`src/design/scope_config.svh`:
```
`ifndef SCOPE_CONFIG_SVH
`define SCOPE_CONFIG_SVH

// horizontal raster, in clock cycles
`define SCOPE_H_VISIBLE 16
`define SCOPE_H_FRONT   2
`define SCOPE_H_SYNC    3
`define SCOPE_H_BACK    3
`define SCOPE_H_WHOLE   24

// vertical raster, in lines
`define SCOPE_V_VISIBLE 12
`define SCOPE_V_FRONT   1
`define SCOPE_V_SYNC    2
`define SCOPE_V_BACK    2
`define SCOPE_V_WHOLE   17

`define SCOPE_ADC_BITS      8
`define SCOPE_COLOR_BITS    4
`define SCOPE_STARTUP_DELAY 8

`endif

```
`src/design/scope_pkg.sv`:
```
`include "scope_config.svh"

package scope_pkg;

  // framebuffer coordinates
  typedef logic [$clog2(`SCOPE_H_VISIBLE)-1:0] fb_x_t;
  typedef logic [$clog2(`SCOPE_V_VISIBLE)-1:0] fb_y_t;

  typedef logic [`SCOPE_ADC_BITS-1:0] adc_sample_t;

  typedef logic [`SCOPE_COLOR_BITS-1:0] color_t;

  // red in the top bits, then green, then blue
  typedef logic [3*`SCOPE_COLOR_BITS-1:0] pixel_t;

  typedef enum logic [1:0] {
    CLR_IDLE,
    CLR_RUN,
    CLR_DONE
  } clear_state_t;

endpackage

```
`src/design/adc_sampler.sv`:
```
`timescale 1ns/1ps
`include "scope_config.svh"

module adc_sampler
  import scope_pkg::*;
(
  input  logic        clk,
  input  logic        reset,
  input  logic        enable,
  input  adc_sample_t adc_x,
  input  adc_sample_t adc_y,
  input  logic        adc_red,
  input  logic        adc_grn,
  input  logic        adc_blu,
  input  logic        pt_ready,
  output logic        pt_valid,
  output fb_x_t       pt_x,
  output fb_y_t       pt_y,
  output pixel_t      pt_color
);

  fb_x_t  in_x;
  fb_y_t  in_y;
  pixel_t in_color;
  logic   slot_load;

  // top adc bits pick the framebuffer cell
  assign in_x = adc_x[`SCOPE_ADC_BITS-1 -: $bits(fb_x_t)];
  assign in_y = adc_y[`SCOPE_ADC_BITS-1 -: $bits(fb_y_t)];

  assign in_color = {{`SCOPE_COLOR_BITS{adc_red}},
                     {`SCOPE_COLOR_BITS{adc_grn}},
                     {`SCOPE_COLOR_BITS{adc_blu}}};

  // slot free or handing its point over this cycle
  assign slot_load = enable && (!pt_valid || pt_ready);

  always_ff @(posedge clk) begin
    if (reset || !enable) begin
      pt_valid <= 1'b0;
    end else if (slot_load) begin
      // rows past the visible area are dropped here
      pt_valid <= (in_y < `SCOPE_V_VISIBLE);
    end
  end

  always_ff @(posedge clk) begin
    if (slot_load) begin
      pt_x     <= in_x;
      pt_y     <= in_y;
      pt_color <= in_color;
    end
  end

endmodule

```
`src/design/fb_clear.sv`:
```
`timescale 1ns/1ps
`include "scope_config.svh"

module fb_clear
  import scope_pkg::*;
(
  input  logic   clk,
  input  logic   reset,
  input  logic   clr_ready,
  output logic   clr_valid,
  output fb_x_t  clr_x,
  output fb_y_t  clr_y,
  output pixel_t clr_color,
  output logic   clr_last
);

  clear_state_t state;
  logic         xfer;
  logic         end_of_row;

  assign clr_valid  = (state == CLR_RUN);
  assign clr_color  = '0;
  assign xfer       = clr_valid && clr_ready;
  assign end_of_row = (clr_x == fb_x_t'(`SCOPE_H_VISIBLE - 1));
  assign clr_last   = clr_valid && end_of_row && (clr_y == fb_y_t'(`SCOPE_V_VISIBLE - 1));

  always_ff @(posedge clk) begin
    if (reset) begin
      state <= CLR_IDLE;
      clr_x <= '0;
      clr_y <= '0;
    end else begin
      case (state)
        CLR_IDLE: state <= CLR_RUN;
        CLR_RUN: begin
          if (xfer) begin
            if (clr_last) begin
              state <= CLR_DONE;
            end else if (end_of_row) begin
              clr_x <= '0;
              clr_y <= clr_y + 1'b1;
            end else begin
              clr_x <= clr_x + 1'b1;
            end
          end
        end
        // sweep finished, nothing more to offer
        default: state <= CLR_DONE;
      endcase
    end
  end

endmodule

```
`src/design/startup_ctrl.sv`:
```
`timescale 1ns/1ps
`include "scope_config.svh"

module startup_ctrl
  import scope_pkg::*;
(
  input  logic   clk,
  input  logic   reset,
  input  logic   clr_valid,
  input  fb_x_t  clr_x,
  input  fb_y_t  clr_y,
  input  pixel_t clr_color,
  input  logic   clr_last,
  output logic   clr_ready,
  input  logic   pt_valid,
  input  fb_x_t  pt_x,
  input  fb_y_t  pt_y,
  input  pixel_t pt_color,
  output logic   pt_ready,
  input  logic   wr_ready,
  output logic   wr_valid,
  output fb_x_t  wr_x,
  output fb_y_t  wr_y,
  output pixel_t wr_color,
  output logic   adc_active,
  output logic   vga_enable
);

  logic                            last_xfer;
  logic [`SCOPE_STARTUP_DELAY-1:0] last_dly;

  assign last_xfer = clr_valid && clr_ready && clr_last;

  // let the final clear write settle before handing over
  always_ff @(posedge clk) begin
    if (reset) begin
      last_dly <= '0;
    end else begin
      last_dly <= {last_dly[`SCOPE_STARTUP_DELAY-2:0], last_xfer};
    end
  end

  always_ff @(posedge clk) begin
    if (reset) begin
      adc_active <= 1'b0;
      vga_enable <= 1'b0;
    end else begin
      if (last_dly[`SCOPE_STARTUP_DELAY-1]) begin
        adc_active <= 1'b1;
        vga_enable <= 1'b1;
      end
    end
  end

  // source mux, the idle source sees ready low
  assign wr_valid  = adc_active ? pt_valid : clr_valid;
  assign wr_x      = adc_active ? pt_x : clr_x;
  assign wr_y      = adc_active ? pt_y : clr_y;
  assign wr_color  = adc_active ? pt_color : clr_color;
  assign pt_ready  = adc_active && wr_ready;
  assign clr_ready = !adc_active && wr_ready;

endmodule

```
`src/design/fb_fade_ram.sv`:
```
`timescale 1ns/1ps
`include "scope_config.svh"

module fb_fade_ram
  import scope_pkg::*;
(
  input  logic   clk,
  input  logic   reset,
  input  logic   vga_enable,
  input  logic   wr_valid,
  input  fb_x_t  wr_x,
  input  fb_y_t  wr_y,
  input  pixel_t wr_color,
  output logic   wr_ready,
  input  fb_x_t  scan_x,
  input  fb_y_t  scan_y,
  input  logic   scan_visible,
  input  logic   hsync_raw,
  input  logic   vsync_raw,
  output color_t vga_red,
  output color_t vga_grn,
  output color_t vga_blu,
  output logic   vga_hsync,
  output logic   vga_vsync
);

  localparam int FB_DEPTH  = `SCOPE_H_VISIBLE * `SCOPE_V_VISIBLE;
  localparam int ADDR_BITS = $clog2(FB_DEPTH);

  typedef logic [ADDR_BITS-1:0] fb_addr_t;

  pixel_t   mem [FB_DEPTH];
  pixel_t   rd_pix;
  fb_addr_t rd_addr;
  logic     rd_visible;
  logic     fade_we;
  pixel_t   fade_pix;

  function automatic fb_addr_t cell_addr(fb_x_t x, fb_y_t y);
    return fb_addr_t'(y * `SCOPE_H_VISIBLE + x);
  endfunction

  // one step dimmer, stops at black
  function automatic color_t fade_channel(color_t c);
    return (c == '0) ? c : c - 1'b1;
  endfunction

  // scan read, one cycle of latency
  always_ff @(posedge clk) begin
    rd_pix  <= mem[cell_addr(scan_x, scan_y)];
    rd_addr <= cell_addr(scan_x, scan_y);
  end

  // syncs ride along with the pixel
  always_ff @(posedge clk) begin
    if (reset) begin
      rd_visible <= 1'b0;
      vga_hsync  <= 1'b1;
      vga_vsync  <= 1'b1;
    end else begin
      rd_visible <= scan_visible;
      vga_hsync  <= hsync_raw;
      vga_vsync  <= vsync_raw;
    end
  end

  assign vga_red = rd_visible ? rd_pix[3*`SCOPE_COLOR_BITS-1 -: `SCOPE_COLOR_BITS] : '0;
  assign vga_grn = rd_visible ? rd_pix[2*`SCOPE_COLOR_BITS-1 -: `SCOPE_COLOR_BITS] : '0;
  assign vga_blu = rd_visible ? rd_pix[`SCOPE_COLOR_BITS-1:0] : '0;

  assign fade_pix = {fade_channel(vga_red), fade_channel(vga_grn), fade_channel(vga_blu)};

  // writeback owns the write port on shown pixels
  assign fade_we  = rd_visible && vga_enable;
  assign wr_ready = !fade_we;

  always_ff @(posedge clk) begin
    if (fade_we) begin
      mem[rd_addr] <= fade_pix;
    end else if (wr_valid) begin
      mem[cell_addr(wr_x, wr_y)] <= wr_color;
    end
  end

endmodule

```
`src/design/vga_timing.sv`:
```
`timescale 1ns/1ps
`include "scope_config.svh"

module vga_timing
  import scope_pkg::*;
(
  input  logic  clk,
  input  logic  reset,
  input  logic  vga_enable,
  output fb_x_t scan_x,
  output fb_y_t scan_y,
  output logic  scan_visible,
  output logic  hsync_raw,
  output logic  vsync_raw
);

  localparam int H_SYNC_START = `SCOPE_H_VISIBLE + `SCOPE_H_FRONT;
  localparam int H_SYNC_END   = H_SYNC_START + `SCOPE_H_SYNC;
  localparam int V_SYNC_START = `SCOPE_V_VISIBLE + `SCOPE_V_FRONT;
  localparam int V_SYNC_END   = V_SYNC_START + `SCOPE_V_SYNC;

  logic [$clog2(`SCOPE_H_WHOLE)-1:0] h_count;
  logic [$clog2(`SCOPE_V_WHOLE)-1:0] v_count;
  logic                              h_sync_on;
  logic                              v_sync_on;

  always_ff @(posedge clk) begin
    if (reset || !vga_enable) begin
      h_count <= '0;
      v_count <= '0;
    end else if (h_count == `SCOPE_H_WHOLE - 1) begin
      h_count <= '0;
      // back porch ends the frame
      if (v_count == `SCOPE_V_WHOLE - 1) begin
        v_count <= '0;
      end else begin
        v_count <= v_count + 1'b1;
      end
    end else begin
      h_count <= h_count + 1'b1;
    end
  end

  assign scan_x = fb_x_t'(h_count);
  assign scan_y = fb_y_t'(v_count);

  assign scan_visible = vga_enable && (h_count < `SCOPE_H_VISIBLE) &&
                        (v_count < `SCOPE_V_VISIBLE);

  assign h_sync_on = (h_count >= H_SYNC_START) && (h_count < H_SYNC_END);
  assign v_sync_on = (v_count >= V_SYNC_START) && (v_count < V_SYNC_END);

  // syncs idle high until the raster runs
  assign hsync_raw = !(vga_enable && h_sync_on);
  assign vsync_raw = !(vga_enable && v_sync_on);

endmodule

```
`src/design/scope_top.sv`:
```
`timescale 1ns/1ps

module scope_top
  import scope_pkg::*;
(
  input  logic        clk,
  input  logic        reset,
  input  adc_sample_t adc_x,
  input  adc_sample_t adc_y,
  input  logic        adc_red,
  input  logic        adc_grn,
  input  logic        adc_blu,
  output color_t      vga_red,
  output color_t      vga_grn,
  output color_t      vga_blu,
  output logic        vga_hsync,
  output logic        vga_vsync
);

  // point source
  logic   pt_valid;
  logic   pt_ready;
  fb_x_t  pt_x;
  fb_y_t  pt_y;
  pixel_t pt_color;

  // clear source
  logic   clr_valid;
  logic   clr_ready;
  fb_x_t  clr_x;
  fb_y_t  clr_y;
  pixel_t clr_color;
  logic   clr_last;

  // framebuffer write port
  logic   wr_valid;
  logic   wr_ready;
  fb_x_t  wr_x;
  fb_y_t  wr_y;
  pixel_t wr_color;

  logic   adc_active;
  logic   vga_enable;

  // raster scan
  fb_x_t  scan_x;
  fb_y_t  scan_y;
  logic   scan_visible;
  logic   hsync_raw;
  logic   vsync_raw;

  adc_sampler u_adc_sampler (
    .clk(clk), .reset(reset), .enable(adc_active),
    .adc_x(adc_x), .adc_y(adc_y),
    .adc_red(adc_red), .adc_grn(adc_grn), .adc_blu(adc_blu),
    .pt_ready(pt_ready), .pt_valid(pt_valid),
    .pt_x(pt_x), .pt_y(pt_y), .pt_color(pt_color)
  );

  fb_clear u_fb_clear (
    .clk(clk), .reset(reset), .clr_ready(clr_ready), .clr_valid(clr_valid),
    .clr_x(clr_x), .clr_y(clr_y), .clr_color(clr_color), .clr_last(clr_last)
  );

  startup_ctrl u_startup_ctrl (
    .clk(clk), .reset(reset),
    .clr_valid(clr_valid), .clr_x(clr_x), .clr_y(clr_y),
    .clr_color(clr_color), .clr_last(clr_last), .clr_ready(clr_ready),
    .pt_valid(pt_valid), .pt_x(pt_x), .pt_y(pt_y),
    .pt_color(pt_color), .pt_ready(pt_ready),
    .wr_ready(wr_ready), .wr_valid(wr_valid), .wr_x(wr_x), .wr_y(wr_y),
    .wr_color(wr_color), .adc_active(adc_active), .vga_enable(vga_enable)
  );

  fb_fade_ram u_fb_fade_ram (
    .clk(clk), .reset(reset), .vga_enable(vga_enable),
    .wr_valid(wr_valid), .wr_x(wr_x), .wr_y(wr_y), .wr_color(wr_color),
    .wr_ready(wr_ready),
    .scan_x(scan_x), .scan_y(scan_y), .scan_visible(scan_visible),
    .hsync_raw(hsync_raw), .vsync_raw(vsync_raw),
    .vga_red(vga_red), .vga_grn(vga_grn), .vga_blu(vga_blu),
    .vga_hsync(vga_hsync), .vga_vsync(vga_vsync)
  );

  vga_timing u_vga_timing (
    .clk(clk), .reset(reset), .vga_enable(vga_enable),
    .scan_x(scan_x), .scan_y(scan_y), .scan_visible(scan_visible),
    .hsync_raw(hsync_raw), .vsync_raw(vsync_raw)
  );

endmodule

```
`config.mk`:
```
export PLATFORM = sky130hd
export DESIGN_NAME = scope_top
export DESIGN_NICKNAME = d
export VERILOG_FILES = /design/src/design/scope_pkg.sv /design/src/design/adc_sampler.sv /design/src/design/fb_clear.sv /design/src/design/startup_ctrl.sv /design/src/design/fb_fade_ram.sv /design/src/design/vga_timing.sv /design/src/design/scope_top.sv
export VERILOG_INCLUDE_DIRS = /design/src /design/src/design
export SDC_FILE = /design/constraint.sdc
export NUM_CORES = 2
export LEC_CHECK = 0
export BUFFER_PORTS_ARGS = -buffer_cell sky130_fd_sc_hd__buf_2
export CAP_MARGIN = 20
export CELL_PAD_IN_SITES_DETAIL_PLACEMENT = 1
export CELL_PAD_IN_SITES_GLOBAL_PLACEMENT = 2
export CORE_MARGIN = 2
export CORE_UTILIZATION = 54
export DETAILED_ROUTE_END_ITERATION = 8
export PLACE_DENSITY = 0.91
export SYNTH_ARGS = -nofsm -noshare
export SYNTH_HDL_FRONTEND = slang
export SYNTH_SLANG_ARGS = --single-unit
```
`constraint.sdc`:
```
create_clock -name clk -period 31.1 [get_ports clk]
set_input_delay 9.33 -clock clk [delete_from_list [all_inputs] [get_ports clk]]
set_output_delay 9.33 -clock clk [all_outputs]
set_load 0.05 [all_outputs]
```
==> summary.txt <==
Status
  • Outcome: complete, no violations

Yosys
  • Cell accounting for the most synthesized area: edfxtp_1
  • Synth Instances: 4743
  • Sequential cell area fraction in the yosys report: 0.760
  • Post-Syn Area per Cell: roughly 20 um2
  • Post-synth EDFFs: 2315
  • Fraction of registers with async set/reset: 0
  • Cell area after synthesis: 92900 um2
  • Synth top area share: 0.748
  • Netlist cell types: 88
  • YS warnings: 0
  • Ranking of synthesized cells by area: edfxtp_1 75%, mux4_2 8.4%, mux2i_1 4.6%, o221ai_1 1.5%, dfxtp_1 1.1%
  • Mapped Nets: between 4000 and 5000
  • Ys flop type: edfxtp_1
  • Yosys reg bits: between 2000 and 2500

Cells and area
  • Layout cells sized above 1: 0.201
  • Area delta synth->final: 11.8%
  • Net count, final: 5028
  • FF+latch area: 70600 um2
  • Final Util: 0.606
  • Most frequent cells in the layout: 2315 x edfxtp_1, 431 x mux2i_1, 345 x mux4_2
  • Fillers: 14300
  • Area of the multi-input gates: 20500 um2
  • Commonest non-fill, non-tap cell in the layout: edfxtp_1

Floorplan
  • I/O pins: 35
  • Die ar.: 175000 um2
  • FP Rows: 152
  • Starting density of the core: 0.542
  • CORE AREA: 171000 um2
  • DIE HEIGHT: 419 um
  • Die width: about 420 um

CTS
  • CTS buffer count: roughly 220
  • TritonCTS clock tree: yes
  • # Post-CTS Setup Buffers: 0
  • Cts hold-fix bufs: 0
  • CTS Sinks: 2368
  • Clock Pin Slew Worst Setup and Hold Paths: ~60 ps
  • CTS max path bufs: 3
  • H-tree levels: 4
  • Resize count post-CTS: 0
  • Clk_lat worst skew: around 890 ps
  • Root buf cell: clkbuf_16

Routing
  • Drt via density: 6.74
  • DRT antenna net count: 0
  • Drt total wl: 267000 um
  • 1st-iter DRT viols: approximately 7300
  • DRC viols: 0
  • WL per Instance: 35.5 um
  • First-pass DRT Iterations: 6
  • Via count: 50600

STA
  • RSZ-0062 raised after global routing: no
  • Slew headroom: 0.177
  • Setup_tns: 0 ps
  • Setup ws final: 19320 ps
  • Setup Skew: 52.9 ps
  • Worst Tran Pin Value: between 1000 and 1500 ps
  • Final Cycle Share: 0.379
  • Max Slew Vio Count: 0
  • Final setup violation count: 0
  • Final hold slack: 437 ps
  • Fmax achieved: 84.9 MHz
  • Final hold violations: 0
  • Tmin final: ~12000 ps

Global route
  • Pin count of the biggest net entering global routing: 193
  • Initial antenna violation count: 9
  • GR Util All Layers: 0.303
  • First-pass GRT wire length: 379000 um
  • Number of global-route vias before repair: 52400
  • Gr ovfl total: 0

Job
  • Max Cap Viol: 0

Power
  • Power per cell area: a little under 60 nW/um2
  • Leak pwr: 0.0293 uW
  • Max VDD drop: 0.0642 mV

Critical path
  • Arrival time at the worst endpoint: 2450 ps
  • Critical Path, Cell by Cell: nand2_1 > inv_1 > buf_2
  • Critical Path Max Stage Delay: 810 ps
  • Critical Setup Path Class: reg -> out
  • CP max stage cell: dfxtp_1
  • CP required: 21770 ps
  • CP max FO: 16
  • Crit end category: output pin
  • Worst setup SP type: flip-flop

Place
  • Detailed placement HPWL: between 150000 and 200000 um
  • Routability congestion estimate: ~0.83
  • Dpl ws: 20390 ps
  • PortBufs: 26

Worst hold path
  • Worst Hold Class: reg -> reg
## power breakdown
part	internal (uW)	leakage [uW]	total, uW	switching [uW]
combinational	5.14	0.00648	18.6	13.5
sequential	3450	0.0193	3450	1.23
clock	1510	0.00347	2720	1210
total	4960	0.0293	6190	1230
## layout make-up
class                           count  share of cell area
Tap cell                         2310              0.0278
Antenna cell                        6            0.000145
Sequential cell                  2368               0.680
Multi-Input combinational cell   2080               0.197
Clock inverter                    117              0.0110
Timing Repair Buffer              302              0.0253
Inverter                           22            0.000868
Clock buffer                      300              0.0581
## flip-flops by register name, indices dropped and copies added, names as in the netlist, 2 cells and up
register and flops:
u_fb_fade_ram.rd_addr 8, u_startup_ctrl.last_dly 8, u_adc_sampler.pt_y 4, u_fb_fade_ram.mem 2304, u_fb_fade_ram.rd_pix 12, u_adc_sampler.pt_x 4
u_fb_clear.clr_x 4, u_adc_sampler.pt_color 3, u_fb_clear.state 2, u_vga_timing.v_count 5, u_vga_timing.h_count 5, u_fb_clear.clr_y 4
## path summary, 6_finish.rpt
kind	from	end	slack [ps]	cells past startpoint
hold reg to reg	u_startup_ctrl.last_dly[5]$_SDFF_PP0_	u_startup_ctrl.last_dly[6]$_SDFF_PP0_	440	1
setup / recovery	u_fb_fade_ram.rd_visible$_SDFF_PP0_	vga_red[2]	19320	3
hold / removal	u_startup_ctrl.last_dly[5]$_SDFF_PP0_	u_startup_ctrl.last_dly[6]$_SDFF_PP0_	440	1
setup reg to reg	u_vga_timing.h_count[0]$_SDFF_PP0_	u_fb_fade_ram.rd_pix[8]$_DFF_P_	24890	9
## critical path: cells and delay by family (launching register included)
kind	cells	cell delay, ps
flip-flops	1	810
AND/OR/NAND/NOR	1	330
buffers and inverters	2	450
## cell families after synthesis
| group | count (synthesis) | share of synthesized area |
|---|---|---|
| buffers and inverters | 295 | 0.0218 |
| adder cells (fa/ha/maj) | 10 | 0.00135 |
| multiplexers | 827 | 0.139 |
| XOR/XNOR | 12 | 0.00113 |
| flip-flops | 2368 | 0.760 |
| AND/OR/NAND/NOR | 615 | 0.0314 |
| AO/OA/AOI/OAI | 616 | 0.0459 |
## routing by layer
| metal | part of all wire | up-vias | track usage |
|---|---|---|---|
| met5 | 0.000097 | - | 0 |
| met4 | 0.054 | 6 | 0.146 |
| met3 | 0.095 | 743 | 0.0615 |
| met2 | 0.49 | 3347 | 0.495 |
| met1 | 0.36 | 26400 | 0.391 |
| li1 | - | 20100 | - |
## synth_stat cells, types with 5 or more instances
library cell / number
inv_1: 19
o22ai_1: 87
nand2b_1: 24
nand3_1: 29
o31ai_1: 8
xnor2_1: 10
a21oi_1: 131
nand3_2: 9
a211oi_1: 35
nor4_1: 26
buf_6: 57
and2_1: 11
mux4_1: 15
buf_1: 21
o221ai_1: 159
buf_8: 23
dfxtp_1: 53
a2111oi_0: 5
mux2i_1: 431
mux2_2: 34
ha_1: 10
a221oi_1: 7
nand2_1: 132
a31oi_1: 24
mux4_2: 345
edfxtp_1: 2315
a22oi_1: 12
o21ai_0: 90
or3_1: 6
clkbuf_1: 87
buf_2: 61
nor2_1: 249
buf_4: 16
o32ai_1: 11
nor2b_1: 21
nor3_1: 49
nand2_2: 8
nand4_1: 18
## through the flow
step	power (uW)	std cells	cell area, um2
after global placement	3530	6961	95400
final	6190	7505	104000
after detailed placement	3540	7010	95900
after CTS	6200	7427	103000
after floorplan	3530	4743	92900
after global routing	6300	7500	104000
Note: power is estimated with default switching activity, not from simulation.
